File: src/include/crtc_cfg.svh
// Build-time constants for the CRTC timing generator
// Included by the register package, the register file and the video stages
// Reset values give a 40 x 25 character layout with 8 scan lines per row

`ifndef CRTC_CFG_SVH
`define CRTC_CFG_SVH

`define CRTC_DATA_WIDTH 8           // Wishbone data bus
`define CRTC_ADDR_WIDTH 4           // Wishbone register address
`define CRTC_REG_COUNT  16          // Register slots behind the address
`define CRTC_MA_WIDTH   14          // Refresh memory address
`define CRTC_RA_WIDTH   5           // Raster address

`define CRTC_R0_RESET   8'h31       // 50 chars per line
`define CRTC_R1_RESET   8'h28       // 40 displayed
`define CRTC_R2_RESET   8'h29
`define CRTC_R3_RESET   8'h48       // Vsync 4 lines, hsync 8 chars
`define CRTC_R4_RESET   8'h20       // 33 rows per frame
`define CRTC_R5_RESET   8'h05
`define CRTC_R6_RESET   8'h19       // 25 displayed
`define CRTC_R7_RESET   8'h1C
`define CRTC_R9_RESET   8'h07       // 8 scan lines per row
`define CRTC_R12_RESET  8'h00
`define CRTC_R13_RESET  8'h00

`endif

File: src/source/crtc_regs_pkg.sv
// Register-side types of the CRTC
// Holds the register index encoding and the decoded timing configuration
// which the register file drives into every pipeline stage

`default_nettype none

`include "crtc_cfg.svh"

package crtc_regs_pkg;

    // Wishbone address of each implemented register
    typedef enum logic [`CRTC_ADDR_WIDTH-1:0] {
        R0_H_TOTAL     = 4'd0,
        R1_H_DISPLAYED = 4'd1,
        R2_H_SYNC_POS  = 4'd2,
        R3_SYNC_WIDTH  = 4'd3,
        R4_V_TOTAL     = 4'd4,
        R5_V_ADJUST    = 4'd5,
        R6_V_DISPLAYED = 4'd6,
        R7_V_SYNC_POS  = 4'd7,
        R9_MAX_SCAN    = 4'd9,
        R12_START_HI   = 4'd12,
        R13_START_LO   = 4'd13
    } crtc_reg_e;

    typedef struct packed {
        logic [7:0]                    h_total;         // Chars per line minus one
        logic [7:0]                    h_displayed;
        logic [7:0]                    h_sync_pos;
        logic [3:0]                    h_sync_width;    // In character ticks
        logic [3:0]                    v_sync_width;    // In scan lines
        logic [6:0]                    v_total;         // Rows per frame minus one
        logic [4:0]                    v_adjust;
        logic [6:0]                    v_displayed;
        logic [6:0]                    v_sync_pos;
        logic [4:0]                    max_scan;        // Scan lines per row minus one
        logic [`CRTC_MA_WIDTH-1:0]     start_addr;
    } crtc_cfg_t;

endpackage

`default_nettype wire

File: src/source/crtc_timing_pkg.sv
// Pipeline-side types of the CRTC
// Each stage registers one of these structs towards the next stage
// The tick field is the character clock enable travelling with its data

`default_nettype none

`include "crtc_cfg.svh"

package crtc_timing_pkg;

    // Main rows of a frame, then the vertical adjust scan lines
    typedef enum logic {
        ROWS   = 1'b0,
        ADJUST = 1'b1
    } frame_state_e;

    typedef struct packed {
        logic tick;             // Fields below belong to a character tick
        logic line_end;         // Last character of the line
        logic h_de;
        logic h_sync;
    } h_timing_t;

    typedef struct packed {
        logic                      tick;
        logic                      line_end;
        logic                      h_de;
        logic                      h_sync;
        logic                      v_de;
        logic                      v_sync;
        logic [`CRTC_RA_WIDTH-1:0] ra;
        logic                      frame_start;  // Last line end of the frame
        logic                      row_end;      // Last line end of a character row
    } v_timing_t;

endpackage

`default_nettype wire

File: src/source/crtc_addr_gen.sv
// Address stage of the CRTC pipeline
// Keeps the refresh address of each character and the base of the current
// row, and registers the video outputs on each tick
// Adds one cycle, so the outputs lag clk_en_i by three cycles

`default_nettype none

`include "crtc_cfg.svh"

module crtc_addr_gen
    import crtc_regs_pkg::*, crtc_timing_pkg::*;
(
    input  logic                      wb_clock_i,
    input  logic                      reset_i,
    input  crtc_cfg_t                 cfg_i,
    input  v_timing_t                 v_i,
    output logic                      h_sync_o,
    output logic                      v_sync_o,
    output logic                      de_o,
    output logic [`CRTC_MA_WIDTH-1:0] ma_o,
    output logic [`CRTC_RA_WIDTH-1:0] ra_o
);
    logic [`CRTC_MA_WIDTH-1:0] ma_q;         // Address of the current character
    logic [`CRTC_MA_WIDTH-1:0] row_base_q;   // First address of the current row
    logic [`CRTC_MA_WIDTH-1:0] next_base;

    // Next row starts one displayed line further on, wrapping at 14 bits
    assign next_base = v_i.row_end ? row_base_q + `CRTC_MA_WIDTH'(cfg_i.h_displayed)
                                   : row_base_q;

    always_ff @(posedge wb_clock_i) begin
        if (reset_i) begin
            h_sync_o   <= 1'b0;
            v_sync_o   <= 1'b0;
            de_o       <= 1'b0;
            ma_o       <= '0;
            ra_o       <= '0;
            ma_q       <= '0;
            row_base_q <= '0;
        end else if (v_i.tick) begin
            h_sync_o <= v_i.h_sync;
            v_sync_o <= v_i.v_sync;
            de_o     <= v_i.h_de && v_i.v_de;
            ra_o     <= v_i.ra;
            ma_o     <= ma_q;

            if (v_i.frame_start) begin       // Wins over the line end it comes with
                ma_q       <= cfg_i.start_addr;
                row_base_q <= cfg_i.start_addr;
            end else if (v_i.line_end) begin
                ma_q       <= next_base;
                row_base_q <= next_base;
            end else if (v_i.h_de) begin
                ma_q <= ma_q + 1'b1;
            end
        end
    end

endmodule

`default_nettype wire

File: src/source/crtc_horiz.sv
// Horizontal stage of the CRTC pipeline
// Counts characters on each clock enable and registers line end,
// horizontal display and horizontal sync for that character tick
// Output lags clk_en_i by one cycle

`default_nettype none

module crtc_horiz
    import crtc_regs_pkg::*, crtc_timing_pkg::*;
(
    input  logic      wb_clock_i,
    input  logic      reset_i,
    input  logic      clk_en_i,
    input  crtc_cfg_t cfg_i,
    output h_timing_t h_o
);
    logic [7:0] char_q;         // Character position in the line
    logic [3:0] hs_left_q;      // Sync ticks still to come after the current one
    logic       at_end;
    logic       at_sync;

    assign at_end  = char_q == cfg_i.h_total;
    assign at_sync = char_q == cfg_i.h_sync_pos;

    always_ff @(posedge wb_clock_i) begin
        if (reset_i) begin
            char_q    <= '0;
            hs_left_q <= '0;
            h_o       <= '0;
        end else begin
            h_o.tick <= clk_en_i;

            // Other fields hold between ticks
            if (clk_en_i) begin
                h_o.line_end <= at_end;
                h_o.h_de     <= char_q < cfg_i.h_displayed;
                h_o.h_sync   <= at_sync || (hs_left_q != '0);

                if (at_end) char_q <= '0;
                else        char_q <= char_q + 8'd1;   // Also wraps if h_total shrinks

                if (at_sync) begin
                    hs_left_q <= cfg_i.h_sync_width - 4'd1;
                end else if (hs_left_q != '0) begin
                    hs_left_q <= hs_left_q - 4'd1;
                end
            end
        end
    end

endmodule

`default_nettype wire

File: src/source/crtc_reg_file.sv
// Wishbone classic register port of the CRTC
// One access takes two cycles: ack one cycle after the strobe, then a gap
// Written values are masked to the register width, unused slots read 0
// The registers are presented decoded on cfg_o for the video stages

`default_nettype none

`include "crtc_cfg.svh"

module crtc_reg_file
    import crtc_regs_pkg::*;
(
    input  logic                       wb_clock_i,
    input  logic                       reset_i,
    input  logic                       wb_cyc_i,
    input  logic                       wb_stb_i,
    input  logic                       wb_we_i,
    input  logic [`CRTC_ADDR_WIDTH-1:0] wb_adr_i,
    input  logic [`CRTC_DATA_WIDTH-1:0] wb_dat_i,
    output logic [`CRTC_DATA_WIDTH-1:0] wb_dat_o,
    output logic                       wb_ack_o,
    output crtc_cfg_t                  cfg_o
);
    logic [`CRTC_DATA_WIDTH-1:0] regs_q [`CRTC_REG_COUNT];
    logic                        accept;

    // Implemented bits per register, unused slots have none
    function automatic logic [`CRTC_DATA_WIDTH-1:0] reg_mask(input crtc_reg_e idx);
        case (idx)
            R0_H_TOTAL, R1_H_DISPLAYED, R2_H_SYNC_POS, R3_SYNC_WIDTH: reg_mask = 8'hFF;
            R4_V_TOTAL, R6_V_DISPLAYED, R7_V_SYNC_POS:                reg_mask = 8'h7F;
            R5_V_ADJUST, R9_MAX_SCAN:                                 reg_mask = 8'h1F;
            R12_START_HI:                                             reg_mask = 8'h3F;
            R13_START_LO:                                             reg_mask = 8'hFF;
            default:                                                  reg_mask = 8'h00;
        endcase
    endfunction

    function automatic logic [`CRTC_DATA_WIDTH-1:0] reg_reset(input crtc_reg_e idx);
        case (idx)
            R0_H_TOTAL:     reg_reset = `CRTC_R0_RESET;
            R1_H_DISPLAYED: reg_reset = `CRTC_R1_RESET;
            R2_H_SYNC_POS:  reg_reset = `CRTC_R2_RESET;
            R3_SYNC_WIDTH:  reg_reset = `CRTC_R3_RESET;
            R4_V_TOTAL:     reg_reset = `CRTC_R4_RESET;
            R5_V_ADJUST:    reg_reset = `CRTC_R5_RESET;
            R6_V_DISPLAYED: reg_reset = `CRTC_R6_RESET;
            R7_V_SYNC_POS:  reg_reset = `CRTC_R7_RESET;
            R9_MAX_SCAN:    reg_reset = `CRTC_R9_RESET;
            R12_START_HI:   reg_reset = `CRTC_R12_RESET;
            R13_START_LO:   reg_reset = `CRTC_R13_RESET;
            default:        reg_reset = '0;
        endcase
    endfunction

    assign accept = wb_cyc_i && wb_stb_i && !wb_ack_o;   // Gap cycle after each ack

    always_ff @(posedge wb_clock_i) begin
        if (reset_i) begin
            wb_ack_o <= 1'b0;
            for (int i = 0; i < `CRTC_REG_COUNT; i++) begin
                regs_q[i] <= reg_reset(crtc_reg_e'(i[`CRTC_ADDR_WIDTH-1:0]));
            end
        end else begin
            wb_ack_o <= accept;
            if (accept && wb_we_i) begin
                regs_q[wb_adr_i] <= wb_dat_i & reg_mask(crtc_reg_e'(wb_adr_i));
            end
        end
    end

    // Read data lines up with ack
    always_ff @(posedge wb_clock_i) begin
        if (accept) wb_dat_o <= regs_q[wb_adr_i];
    end

    always_comb begin
        cfg_o.h_total      = regs_q[R0_H_TOTAL];
        cfg_o.h_displayed  = regs_q[R1_H_DISPLAYED];
        cfg_o.h_sync_pos   = regs_q[R2_H_SYNC_POS];
        cfg_o.h_sync_width = regs_q[R3_SYNC_WIDTH][3:0];
        cfg_o.v_sync_width = regs_q[R3_SYNC_WIDTH][7:4];
        cfg_o.v_total      = regs_q[R4_V_TOTAL][6:0];
        cfg_o.v_adjust     = regs_q[R5_V_ADJUST][4:0];
        cfg_o.v_displayed  = regs_q[R6_V_DISPLAYED][6:0];
        cfg_o.v_sync_pos   = regs_q[R7_V_SYNC_POS][6:0];
        cfg_o.max_scan     = regs_q[R9_MAX_SCAN][4:0];
        cfg_o.start_addr   = {regs_q[R12_START_HI][5:0], regs_q[R13_START_LO]};
    end

endmodule

`default_nettype wire

File: src/source/crtc_top.sv
// Top level of the CRTC timing generator
// Wishbone register file feeding a three stage video pipeline:
// horizontal, vertical and address
// Video outputs lag clk_en_i by a fixed three cycles

`default_nettype none

`include "crtc_cfg.svh"

module crtc_top
    import crtc_regs_pkg::*, crtc_timing_pkg::*;
(
    input  logic                        wb_clock_i,
    input  logic                        reset_i,
    input  logic                        clk_en_i,       // Character clock enable
    input  logic                        wb_cyc_i,
    input  logic                        wb_stb_i,
    input  logic                        wb_we_i,
    input  logic [`CRTC_ADDR_WIDTH-1:0] wb_adr_i,
    input  logic [`CRTC_DATA_WIDTH-1:0] wb_dat_i,
    output logic [`CRTC_DATA_WIDTH-1:0] wb_dat_o,
    output logic                        wb_ack_o,
    output logic                        h_sync_o,
    output logic                        v_sync_o,
    output logic                        de_o,
    output logic [`CRTC_MA_WIDTH-1:0]   ma_o,
    output logic [`CRTC_RA_WIDTH-1:0]   ra_o
);
    crtc_cfg_t cfg;
    h_timing_t h_tim;
    v_timing_t v_tim;

    crtc_reg_file reg_file0 (
        .wb_clock_i, .reset_i, .wb_cyc_i, .wb_stb_i, .wb_we_i,
        .wb_adr_i, .wb_dat_i, .wb_dat_o, .wb_ack_o,
        .cfg_o      (cfg)
    );

    crtc_horiz horiz0 (
        .wb_clock_i, .reset_i, .clk_en_i,
        .cfg_i      (cfg),
        .h_o        (h_tim)
    );

    crtc_vert vert0 (
        .wb_clock_i, .reset_i,
        .cfg_i      (cfg),
        .h_i        (h_tim),
        .v_o        (v_tim)
    );

    crtc_addr_gen addr_gen0 (
        .wb_clock_i, .reset_i,
        .cfg_i      (cfg),
        .v_i        (v_tim),
        .h_sync_o, .v_sync_o, .de_o, .ma_o, .ra_o
    );

endmodule

`default_nettype wire

File: src/source/crtc_vert.sv
// Vertical stage of the CRTC pipeline
// Counts scan lines, character rows and adjust lines at each line end
// and registers vertical display, vertical sync and the raster address
// next to the horizontal fields of the same tick
// Adds one cycle to the pipeline

`default_nettype none

module crtc_vert
    import crtc_regs_pkg::*, crtc_timing_pkg::*;
(
    input  logic      wb_clock_i,
    input  logic      reset_i,
    input  crtc_cfg_t cfg_i,
    input  h_timing_t h_i,
    output v_timing_t v_o
);
    frame_state_e state_q;
    logic [4:0]   ra_q;         // Scan line within the row
    logic [6:0]   row_q;
    logic [4:0]   adj_q;        // Line within the adjust period
    logic [3:0]   vs_left_q;    // Sync lines still to come after the current one
    logic         in_rows;
    logic         last_line;
    logic         last_row;
    logic         adj_done;
    logic         frame_end;
    logic         vs_start;

    assign in_rows   = state_q == ROWS;
    assign last_line = ra_q == cfg_i.max_scan;
    assign last_row  = row_q == cfg_i.v_total;
    assign adj_done  = ({1'b0, adj_q} + 6'd1) >= {1'b0, cfg_i.v_adjust};

    // True for the whole last scan line of the frame
    assign frame_end = in_rows ? (last_line && last_row && cfg_i.v_adjust == '0) : adj_done;
    assign vs_start  = in_rows && row_q == cfg_i.v_sync_pos && ra_q == '0;

    always_ff @(posedge wb_clock_i) begin
        if (reset_i) begin
            v_o <= '0;
        end else begin
            v_o.tick <= h_i.tick;
            if (h_i.tick) begin
                v_o.line_end    <= h_i.line_end;
                v_o.h_de        <= h_i.h_de;
                v_o.h_sync      <= h_i.h_sync;
                v_o.v_de        <= in_rows && row_q < cfg_i.v_displayed;
                v_o.v_sync      <= vs_start || (vs_left_q != '0);
                v_o.ra          <= in_rows ? ra_q : adj_q;
                v_o.frame_start <= h_i.line_end && frame_end;
                v_o.row_end     <= h_i.line_end && in_rows && last_line;
            end
        end
    end

    // Frame FSM and counters move only at line ends
    always_ff @(posedge wb_clock_i) begin
        if (reset_i) begin
            state_q   <= ROWS;
            ra_q      <= '0;
            row_q     <= '0;
            adj_q     <= '0;
            vs_left_q <= '0;
        end else if (h_i.tick && h_i.line_end) begin
            if (frame_end) begin
                state_q <= ROWS;
                ra_q    <= '0;
                row_q   <= '0;
                adj_q   <= '0;
            end else begin
                case (state_q)
                    ROWS: begin
                        if (!last_line) begin
                            ra_q <= ra_q + 5'd1;
                        end else begin
                            ra_q <= '0;
                            if (last_row) begin
                                state_q <= ADJUST;
                                adj_q   <= '0;
                            end else begin
                                row_q <= row_q + 7'd1;
                            end
                        end
                    end
                    ADJUST:  adj_q <= adj_q + 5'd1;
                    default: state_q <= ROWS;
                endcase
            end

            if (vs_start) begin
                vs_left_q <= cfg_i.v_sync_width - 4'd1;
            end else if (vs_left_q != '0) begin
                vs_left_q <= vs_left_q - 4'd1;
            end
        end
    end

endmodule

`default_nettype wire
File: config.mk
export PLATFORM = sky130hd
export DESIGN_NAME = crtc_top
export DESIGN_NICKNAME = d
export VERILOG_FILES = /design/src/source/crtc_regs_pkg.sv /design/src/source/crtc_timing_pkg.sv /design/src/source/crtc_addr_gen.sv /design/src/source/crtc_horiz.sv /design/src/source/crtc_reg_file.sv /design/src/source/crtc_top.sv /design/src/source/crtc_vert.sv
export VERILOG_INCLUDE_DIRS = /design/src /design/src/include
export SDC_FILE = /design/constraint.sdc
export NUM_CORES = 1
export LEC_CHECK = 0
export ABC_AREA = 1
export BUFFER_PORTS_ARGS = -buffer_cell sky130_fd_sc_hd__buf_2
export CAP_MARGIN = 10
export CORE_MARGIN = 2
export CORE_UTILIZATION = 40
export CTS_CLUSTER_SIZE = 8
export DETAILED_ROUTE_END_ITERATION = 10
export PLACE_DENSITY_LB_ADDON = 0.15
export SYNTH_ARGS = -nofsm -noshare
export SYNTH_HDL_FRONTEND = slang
export SYNTH_SLANG_ARGS = --single-unit
File: constraint.sdc
create_clock -name wb_clock_i -period 3.5 [get_ports wb_clock_i]
set_clock_uncertainty 0.15 [all_clocks]
set_input_delay 0.875 -clock wb_clock_i [delete_from_list [all_inputs] [get_ports wb_clock_i]]
set_output_delay 0.875 -clock wb_clock_i [all_outputs]
set_load 0.02 [all_outputs]
==> Yosys cells after proc, flatten, opt, wreduce, memory -nomap -nowiden <==
Memory sizes are Yosys's and may differ from the RTL's. A register that Yosys moved wholly into a read port is not among the register bits.
Cells that the tools add are included.
{ "classes": {"reduce_logical": 33, "n_addsub": 11, "order_cmp": 3, "bitwise": 2, "eq_ne": 9, "mux": 48} }
{ "op_table": {"columns": ["op", "count"], "rows": [
  ["two-way mux 8 bit", 14],
  ["two-way mux 14 bit", 6],
  ["two-way mux 5 bit", 7],
  ["two-way mux 7 bit", 4],
  ["two-way mux 4 bit", 5],
  ["equality test 8 bit", 2],
  ["subtractor 4 x 1 -> 4 bit, second input constant", 4],
  ["adder 14 x 1 -> 14 bit, second input constant", 1],
  ["adder 14 x 8 -> 14 bit", 1],
  ["equality test 7 bit", 2],
  ["logical AND 1 bit", 13],
  ["two-way mux 1 bit", 11],
  ["adder 5 x 1 -> 5 bit, second input constant", 2],
  ["logical NOT 5 bit", 2],
  ["case mux 5 bit (2 select lines)", 1],
  ["AND reduction 2 bit", 5],
  ["adder 8 x 1 -> 8 bit, second input constant", 1],
  ["AND 8 bit", 1],
  ["< comparator 8 bit", 1],
  ["nonzero test 2 bit", 4],
  ["nonzero test 4 bit", 2],
  ["OR reduction 8 bit", 1],
  ["adder 7 x 1 -> 7 bit, second input constant", 1],
  ["< comparator 7 bit", 1],
  ["11 further kinds", 14]
]} }
{ "word_totals": {"n_memories": 2, "reg_bits": 102, "input_bits": 18, "output_inout_bits": 31, "rom_bits": 128, "mem_bits_rw": 128} }
{ "mem_list": {"columns": ["memory", "words", "width", "read_ports", "rd_clocked_by_memory_dff", "write_ports", "line", "text"], "rows": [
  ["(name not given)", 16, 8, 1, 0, 0, "crtc_reg_file.sv:29", "case (idx)"],
  ["reg_file0.regs_q", 16, 8, 12, 1, 16, "crtc_reg_file.sv:24", "logic [`CRTC_DATA_WIDTH-1:0] regs_q [`CRTC_REG_COUNT];"]
]} }

==> Longest topological paths before layout <==
Gate-level depths: netlist of the first run.
{ "depth": {"depth_word": 8, "ltp_mapped": 16} }

==> By module <==
A second synthesis of the first run with hierarchy kept.
{ "unflattened": {"cells_unflattened": 1739, "hier_area_um2": 13236.4} }
{ "modules_own_cells": {"columns": ["module", "seq_area_each_um2", "cells_per_inst", "area_each_um2", "n_inst"], "rows": [
  ["crtc_reg_file", 4103.9, 715, 6561.3, 1],
  ["crtc_addr_gen", 1001.0, 457, 3034.2, 1],
  ["crtc_vert", 700.7, 395, 2479.9, 1],
  ["crtc_horiz", 320.3, 172, 1161.1, 1]
]} }

==> Least setup slack after synthesis of the first run <==
OpenSTA, ideal clock, no wires.
{ "synth_path": {"path_type": "input-to-reg", "start": "input port wb_adr_i[1]", "end": "memory reg_file0.regs_q[8][0] (netlist bit), enable pin", "cell_stages": 6, "required_time_ps": 2966, "n_path_buf": 1, "path_slack_ps": 687, "arrival_ps": 2279, "cell_sequence": "nor2_1 clkbuf_1 inv_1 nor2_1 inv_1 o21ai_0"} }
{ "synth_lines": {"columns": ["element", "line", "text"], "rows": [
  ["start, declared", "crtc_top.sv:19", "input logic [`CRTC_ADDR_WIDTH-1:0] wb_adr_i,"],
  ["end, declared", "crtc_reg_file.sv:24", null]
]} }

==> Worst setup path in the final report of the first run <==
{ "layout_path": {"start": "register vert0.v_o[11] (netlist bit)", "end": "register addr_gen0.ma_q[8]"} }
{ "layout_between": {"elab_chain_cells": 2, "word_cells_on_any_way": 4, "classes_between": "2 x mux; 2 x reduce/logical"} }
{ "layout_lines": {"columns": ["element", "line", "text"], "rows": [
  ["start, declared", "crtc_vert.sv:16", "output v_timing_t v_o"],
  ["nonzero test 3 bit (no source line) or two-way mux 14 bit (tied branches)", null, null],
  ["AND reduction 2 bit (no source line) or two-way mux 14 bit (tied branches)", null, null],
  ["end signal, assigned", "crtc_addr_gen.sv:48", "ma_q <= cfg_i.start_addr;"],
  ["end signal, assigned", "crtc_addr_gen.sv:51", "ma_q <= next_base;"],
  ["end signal, assigned", "crtc_addr_gen.sv:54", "ma_q <= ma_q + 1'b1;"],
  ["end, declared", "crtc_addr_gen.sv:23", "logic [`CRTC_MA_WIDTH-1:0] ma_q;"]
]} }
Several ways; a longest one is shown, not always the timed one.
A chain may end at the register's enable or synchronous reset.

==> results_dict.tcl, run 1 <==
set metrics [dict create \
    status "finished, final reports clean" \
    cp.arrival_ns 3.02 \
    port_buffers 48 \
    cp-start-kind "flip-flop" \
    grt_pass1_wl_mm 53.5 \
    p_sw_mw 1.66 \
    hold_path.class "reg2reg" \
    nNetsFinal 1561 \
    max_freq_mhz 359 \
    critPathRequiredTime_ns 3.73 \
    yosysTopAreaCell "edfxtp_1" \
    syn_area_sq_um 11900 \
    max_cap_viol_count 0 \
    ctsResizeCount 0 \
    cell_internal_pwr_mw 5.22 \
    grt_pass1_vias 9464 \
    period_share_pct 79.5 \
    cts_setup_buffers 0 \
    syn_inst 1395 \
    clk_pin_slew_ns 0.05 \
    placementRows 63 \
    grt_use_total_pct 22.4 \
    drv_slew 0 \
    p_per_area_nw_per_um2 497 \
    rsz0062_at_grt "false" \
    totalWireLength_mm 34.3 \
    synth.top_cell.area_share_pct 34.4 \
    synth_edf_count 136 \
    drtPass1Iterations 5 \
    antennaDiodeCount 0 \
    synth-main-ff-cell "edfxtp_1" \
    wire_per_inst_um 17.9 \
    die_w_um 176 \
    cts_tree "built" \
    setup_violations 0 \
    clk_path_buf_depth 3 \
    yosys_warnings 0 \
    combPwrFrac_pct 7.3 \
    dp_hpwl_mm 25.0 \
    p_seq_share_pct 46.1 \
    ios 49 \
    tightest_slew_ns 0.756 \
    hold_ws_ns 0.319 \
    clock_sinks 238 \
    p_sw_share_pct 24.1 \
    power_mw 6.88 \
    layout-drive-gt1-share_pct 9.55 \
    design.core.area_sq_um 29500 \
    final_core_utilization_pct 46.9 \
    ant_nets 0 \
    start_util_pct 40.3 \
    gr-total-overflow 0 \
    cts_max_level 2 \
    async_flop_share_pct 0 \
    netlist_top_cells_count "nand2_1 (286), nor2_1 (177), edfxtp_1 (136)" \
    hold_viol_final 0 \
    synth.most_common_cell "nand2_1" \
    clk_latency_ns 0.51 \
    ys_types 56 \
    relSlewSlack_pct 49.5 \
    cts-root-buf "clkbuf_16" \
    cts_buffers 36 \
    synth-seq-cells 238 \
    clockPowerShare_pct 46.6 \
    antenna_found_initial 0 \
    grt_max_degree 41 \
    critical_path_class "reg2reg" \
    avgSynthCellArea_sq_um 8.52 \
    critPathMaxFanout 19 \
    drt_iter0_drc 942 \
    design.die.area_sq_um 31100 \
    end_kind "flip-flop" \
    viasPerCell 5.19 \
    fin_crit_ns 2.78 \
    ir_worst_vdd_mv 0.372 \
    routabilityCongestion 0.894 \
    fin_tns_setup_ns 0 \
    drc 0 \
    postCtsHoldBufs 0 \
    die_y_um 176 \
    yosys-top-cells-area "edfxtp_1 (34%), dfxtp_1 (17%), nand2_1 (9.0%)" \
    cellLeakagePower_nw 5.75 \
    areaGrowthSynthToFinish_pct 16.4 \
    vias 9969 \
    synth_seq_area_share_pct 51.5 \
]
cell families after synthesis:
kind of cell | synth area share, %
simple gates | 21.0
compound gates | 14.4
flops | 51.5
buf+inv | 6.42
xor+xnor | 2.87
fa+ha+maj | 3.75
other cells | 0.0315
worst paths after layout:
path,slack (ns),cells after the start,endpoint,from
worst min register to register,0.32,2,horiz0.hs_left_q[0]$_SDFFE_PP0P_,horiz0.hs_left_q[0]$_SDFFE_PP0P_
worst max-delay path,0.72,8,addr_gen0.ma_q[8]$_SDFFE_PP0P_,vert0.v_o[11]$_SDFFE_PP0P_
worst min-delay path,0.32,2,horiz0.hs_left_q[0]$_SDFFE_PP0P_,horiz0.hs_left_q[0]$_SDFFE_PP0P_
worst max register to register,0.72,8,addr_gen0.ma_q[8]$_SDFFE_PP0P_,vert0.v_o[11]$_SDFFE_PP0P_
through the flow:
stage / setup WS [ns] / instance area, sq um / std cells
6_report: 0.717 / 13800 / 1919
5_1_grt: 0.416 / 13800 / 1919
4_1_cts: 0.763 / 13800 / 1919
3_5_place_dp: 0.452 / 12800 / 1860
3_3_place_gp: 0.526 / 12800 / 1860
2_1_floorplan: 0.687 / 12100 / 1445
layout by cell type, fill, tap and decap left out, types with 2 or more instances in the layout:
cell / netlist / routed
a211oi_1: 3 / 3
a21boi_0: 3 / 3
a21o_1: 2 / 2
a21oi_1: 113 / 113
a22oi_1: 42 / 42
a31oi_1: 2 / 2
buf_2: 10 / 48
buf_4: 1 / 24
clkbuf_1: 30 / 19
clkbuf_16: 0 / 37
conb_1: 1 / 51
dfxtp_1: 102 / 102
edfxtp_1: 136 / 136
ha_1: 34 / 34
inv_1: 134 / 133
inv_2: 12 / 13
nand2_1: 286 / 286
nand2_2: 2 / 2
nand2_4: 4 / 4
nand3_1: 56 / 56
nand3b_1: 5 / 5
nand4_1: 21 / 21
nor2_1: 177 / 176
nor2_2: 1 / 2
nor3_1: 12 / 12
nor4_1: 3 / 3
o211ai_1: 3 / 3
o21ai_0: 108 / 108
o221ai_1: 2 / 2
o22ai_1: 16 / 16
or2_2: 5 / 5
or4_1: 2 / 2
xnor2_1: 19 / 19
xor2_1: 20 / 20
power by group through the flow:
stage	registers, mW	logic, mW	clock network [mW]
2_1_floorplan	3.21	0.306	0
3_3_place_gp	3.23	0.489	0
3_5_place_dp	3.22	0.496	0
4_1_cts	3.17	0.498	3.26
5_1_grt	3.18	0.561	3.38
6_report	3.17	0.501	3.20
registers in the layout (all words and copies together), names as in the netlist:
register              flops
addr_gen0.de_o            1
addr_gen0.h_sync_o        1
addr_gen0.ma_o           14
addr_gen0.ma_q           14
addr_gen0.ra_o            5
addr_gen0.row_base_q     14
addr_gen0.v_sync_o        1
horiz0.char_q             8
horiz0.h_o                4
horiz0.hs_left_q          4
reg_file0.regs_q        128
reg_file0.wb_ack_o        1
reg_file0.wb_dat_o        8
vert0.adj_q               5
vert0.ra_q                5
vert0.row_q               7
vert0.state_q             1
vert0.v_o                13
vert0.vs_left_q           4
layout make-up:
class                   instances  area [sq um]
clock buffers                  57          1010
well taps                     390           488
clock inverters                 2          28.8
inverters                     147           552
multi-input cells            1012          5190
flip-flops and latches        238          6130
repair buffers                 73           440
fillers                      2950         15600
metal layers:
metal | GRT usage [%] | wire, um | share of wire, % | vias up
met3 | 3.94 | 2140 | 6.2 | 74
met2 | 35.5 | 15400 | 45 | 316
met5 | 0 | 0 | 0 | -
met1 | 30.8 | 15700 | 46 | 4658
li1 | - | - | - | 4921
met4 | 8.06 | 1110 | 3.2 | 0
critical path: stages (launching register included):
cell,delay [ns]
dfxtp_1,0.55
nor2_1,0.20
nor2_1,0.12
buf_4,0.25
inv_2,0.14
nand2_1,0.46
inv_1,0.36
a311oi_1,0.33
a21oi_1,0.10
No activity file was read; power rests on OpenSTA's default activity.
==> run 2: changes to the inputs <==
==> constraint.sdc (replaced) <==
create_clock -name wb_clock_i -period 2.6 [get_ports wb_clock_i]
set_clock_uncertainty 0.15 [all_clocks]
set_input_delay 0.65 -clock wb_clock_i [delete_from_list [all_inputs] [get_ports wb_clock_i]]
set_output_delay 0.65 -clock wb_clock_i [all_outputs]
set_load 0.02 [all_outputs]
==> results_dict.tcl, run 2 (same netlist as run 1, synthesis figures left out) <==
set metrics [dict create \
    hold_viol_final 0 \
    antennaDiodeCount 0 \
    setup_slack_ns 0.217 \
    viasPerCell 5.12 \
    cp-start-kind "flip-flop" \
    ant_nets 0 \
    nNetsFinal 1603 \
    placementRows 63 \
    drc 0 \
    clock_sinks 238 \
    grt_pass1_vias 9781 \
    crit_path_frequent_cell "nand2_1" \
    drv_slew 0 \
    largest_reg_flops 128 \
    wire_per_inst_um 17.7 \
    hold_ws_ns 0.250 \
    drtPass1Iterations 7 \
    critPathSlowestCell "dfxtp_4" \
    routabilityCongestion 0.927 \
    relSlewSlack_pct 61.5 \
    grt_pass1_wl_mm 54.0 \
    ir_worst_vdd_mv 0.460 \
    clk_path_buf_depth 3 \
    hold_path.class "in2reg" \
    areaGrowthSynthToFinish_pct 19.0 \
    cts_buffers 36 \
    antenna_found_initial 0 \
    fin_crit_ns 2.38 \
    critPathRequiredTime_ns 2.89 \
    place_ws_ns -0.0507 \
    path_cells "nand2_1 > nor2_2 > xnor2_1 > inv_1 > ha_1 > a21o_1 > nand3_1 > nand2_1 > inv_2 > nand4_4 > nand2_8 > nand2_4 > nand3_4 > nand2_1 > a21oi_2" \
    max_stage_delay_ns 0.36 \
    cp.arrival_ns 2.67 \
    max_freq_mhz 420 \
    cts-root-buf "clkbuf_16" \
    layout_common_cells "nand2_1 (286), nor2_1 (175), edfxtp_1 (136)" \
    critPathMaxFanout 8 \
    die_y_um 176 \
    design.core.area_sq_um 29500 \
    max_cap_viol_count 0 \
    cts_max_level 2 \
    vias 10000 \
    reg2reg_slack_ns 0.22 \
    setup_violations 0 \
    ios 49 \
    end_kind "flip-flop" \
    totalWireLength_mm 34.6 \
    gr-total-overflow 0 \
    drt_iter0_drc 810 \
    clk_latency_ns 0.51 \
    layout-drive-gt1-share_pct 12.4 \
    tightest_slew_ns 0.576 \
    p_per_area_nw_per_um2 650 \
    start_util_pct 40.3 \
    dp_hpwl_mm 25.2 \
    largest_register "reg_file0.regs_q" \
    die_w_um 176 \
    final_common_cell "nand2_1" \
    critical_path_class "reg2reg" \
    design.die.area_sq_um 31100 \
    port_buffers 48 \
    period_share_pct 91.7 \
    grt_max_degree 66 \
    clk_pin_slew_ns 0.05 \
    status "finished, final reports clean" \
    cellLeakagePower_nw 5.94 \
    cts_tree "built" \
    grt_use_total_pct 22.6 \
]
run 2: cell count changes in the layout (fill, tap and decap cells not counted), sizes merged:
cell / before / now
buf: 73 / 115
clkbuf: 57 / 56
clkinvlp: 0 / 1
run 2: power by group:
part	internal [mW]	switching (mW)	total (mW)
logic	0.222	0.481	0.703
clock network	2.59	1.65	4.24
registers	4.16	0.0970	4.26
run 2: what timing repair did:
item	4_1_cts	5_1_grt
setup endpoints to repair	0	23
gates resized for setup	0	11
setup buffers	0	4
hold endpoints to repair	0	0
hold buffers	0	0
run 2: metal layers:
metal	global-route usage, %	vias up	wire length (um)
li1	-	5001	-
met1	30.4	4685	15700
met2	37.0	297	15900
met3	3.45	56	2110
met4	8.02	0	952
met5	0	-	0
run 2: worst max-delay path: cells and delay by family, from the launching register on:
kind	cells	cell delay, ns
AOI/OAI and AO/OA	2	0.32
xor gates and xnor gates	1	0.14
adders and majority gates	1	0.29
buffers and inverters	2	0.12
DFF	1	0.36
and+or+nand+nor	9	0.92
run 2: final cells by class:
cell class	count	area, sq um
clock inverters	3	32.5
multi-input cells	1012	5200
clock buffers	56	986
fillers	2915	15300
well taps	390	488
repair buffers	115	756
flip-flops and latches	238	6130
inverters	147	554
run 2: through the flow:
| step | TNS [ns] | util (%) | cells | total power [mW] | area, sq um |
|---|---|---|---|---|---|
| global placement | 0 | 44.4 | 1898 | 5.03 | 13100 |
| global route | -0.0111 | 48.0 | 1961 | 9.53 | 14200 |
| detailed placement | -0.666 | 44.4 | 1898 | 5.03 | 13100 |
| CTS | 0 | 47.8 | 1957 | 9.28 | 14100 |
| finish | 0 | 48.0 | 1961 | 9.20 | 14200 |
| floorplan | 0 | - | 1445 | 4.73 | 12100 |
run 2: worst paths after layout:
check	from	end	depth (start not counted)
max	vert0.adj_q[2]$_SDFFE_PP0P_	vert0.row_q[5]$_SDFFE_PP0P_	15
min	wb_cyc_i	reg_file0.wb_ack_o$_SDFF_PP0_	3
max reg2reg	vert0.adj_q[2]$_SDFFE_PP0P_	vert0.row_q[5]$_SDFFE_PP0P_	15
min reg2reg	horiz0.hs_left_q[0]$_SDFFE_PP0P_	horiz0.hs_left_q[0]$_SDFFE_PP0P_	2
==> run 3: changes to the inputs <==
==> constraint.sdc (replaced) <==
create_clock -name wb_clock_i -period 2.6 [get_ports wb_clock_i]
set_clock_uncertainty 0.15 [all_clocks]
set_input_delay 0.13 -clock wb_clock_i [delete_from_list [all_inputs] [get_ports wb_clock_i]]
set_output_delay 0.13 -clock wb_clock_i [all_outputs]
set_load 0.02 [all_outputs]
==> results_dict.tcl, run 3 (same netlist as run 1, synthesis figures left out) <==
set metrics [dict create \
    status "finished, final reports clean" \
    end_kind "flip-flop" \
    ios 49 \
    ant_nets 0 \
    placed_cells 1879 \
    drc 0 \
    critPathMaxFanout 8 \
    design.core.area_sq_um 29500 \
    place_ws_ns 0.0987 \
    drv_slew 0 \
    multi_input_area_sq_um 5210 \
    placementRows 63 \
    antennaDiodeCount 0 \
    die_w_um 176 \
    max_freq_mhz 414 \
    cts_tree "built" \
    routabilityCongestion 0.885 \
    relSlewSlack_pct 51.3 \
    hold_path.class "in2reg" \
    setup_slack_ns 0.182 \
    cts-root-buf "clkbuf_16" \
    antenna_found_initial 0 \
    final_common_cell "nand2_1" \
    power_mw 9.40 \
    met1_usage_pct 31.4 \
    die_y_um 176 \
    cellLeakagePower_nw 5.92 \
    clock_sinks 238 \
    vias 10100 \
    hold_viol_final 0 \
    tightest_slew_ns 0.730 \
    largest_reg_flops 128 \
    largest_register "reg_file0.regs_q" \
    ir_worst_vdd_mv 0.493 \
    rsz0062_at_grt "true" \
    design.die.area_sq_um 31100 \
    gr-total-overflow 0 \
    cp-start-kind "flip-flop" \
    cp.arrival_ns 2.70 \
    layout-drive-gt1-share_pct 11.2 \
    final_core_utilization_pct 48.0 \
    grtUsageMet3_pct 3.60 \
    grt_max_degree 57 \
    p_per_area_nw_per_um2 664 \
    instances_no_fill 1950 \
    clk_path_buf_depth 3 \
    use_met2_pct 36.2 \
    fin_crit_ns 2.42 \
    drtPass1Iterations 5 \
    hold_ws_ns 0.0159 \
    totalWireLength_mm 34.6 \
    nNetsFinal 1590 \
    layout_common_cells "nand2_1 (286), nor2_1 (175), edfxtp_1 (136)" \
    regArea_sq_um 6130 \
    critical_path_class "reg2reg" \
    period_share_pct 93.0 \
    clk_latency_ns 0.51 \
    top_usage_layer "met2" \
    place_area_sq_um 12900 \
    viasPerCell 5.16 \
    clk_pin_slew_ns 0.06 \
    start_util_pct 40.3 \
    grt_use_total_pct 22.4 \
    dp_hpwl_mm 24.9 \
    areaGrowthSynthToFinish_pct 19.0 \
    drt_iter0_drc 875 \
    wire_per_inst_um 17.7 \
    fillers 2873 \
    max_cap_viol_count 0 \
    cts_buffers 36 \
    port_buffers 48 \
    fin_tns_setup_ns 0 \
    grt_pass1_vias 9590 \
    fin_area_sq_um 14100 \
    grt_pass1_wl_mm 53.7 \
    setup_violations 0 \
    cts_max_level 2 \
    critPathRequiredTime_ns 2.89 \
]
-- run 3: cell count changes in the layout (fill, tap and decap cells not counted), sizes merged --
cell | previous run | this run
clkinvlp | 1 | 0
clkbuf | 56 | 58
dlygate4sd3 | 0 | 7
clkinv | 2 | 3
bufinv | 0 | 1
buf | 115 | 95
inv | 147 | 146
-- run 3: worst paths after layout --
check | start | to | slack [ns] | depth (start not counted)
max | vert0.adj_q[1]$_SDFFE_PP0P_ | vert0.row_q[4]$_SDFFE_PP0P_ | 0.18 | 15
min | wb_dat_i[1] | reg_file0.regs_q[9][1]$_SDFFCE_PN1P_ | 0.02 | 4
max reg2reg | vert0.adj_q[1]$_SDFFE_PP0P_ | vert0.row_q[4]$_SDFFE_PP0P_ | 0.18 | 15
min reg2reg | horiz0.hs_left_q[0]$_SDFFE_PP0P_ | horiz0.hs_left_q[0]$_SDFFE_PP0P_ | 0.31 | 2
-- run 3: per-layer routing --
| layer | part of all wire [%] | vias to the layer above |
|---|---|---|
| met5 | 0 | - |
| met4 | 1.9 | 0 |
| met3 | 6.2 | 42 |
| met2 | 45 | 316 |
| met1 | 47 | 4726 |
| li1 | - | 4984 |
-- run 3: worst max-delay path: stages, from the launching register on --
cell     delay, ns
dfxtp_2       0.35
nand2_1       0.09
nor2_2        0.13
xnor2_2       0.13
inv_1         0.06
ha_1          0.28
a21o_1        0.18
nand3_1       0.07
nand2_1       0.06
inv_2         0.06
nand4_4       0.16
nand2_8       0.16
nand2_4       0.10
nand3_4       0.14
nand2_1       0.07
a21oi_1       0.15
-- run 3: final cells by class --
| type | instances | area share [%] |
|---|---|---|
| repair buffers | 102 | 4.86 |
| inverters | 147 | 3.92 |
| clock buffers | 58 | 7.25 |
| multi-input cells | 1012 | 36.8 |
| clock inverters | 3 | 0.363 |
| well taps | 390 | 3.45 |
| flip-flops and latches | 238 | 43.3 |
-- run 3: timing repair --
item                       4_1_cts  5_1_grt
setup buffers                    0        3
hold endpoints to repair        19        0
resized for setup                0        8
setup endpoints to repair        0       22
hold buffers                     7        0
-- run 3: power breakdown --
group          internal [mW]  switching (mW)  leakage (nW)
clock                   2.78            1.65         0.517
sequential              4.16          0.0893          2.13
combinational          0.226           0.486          3.28
total                   7.17            2.23          5.92
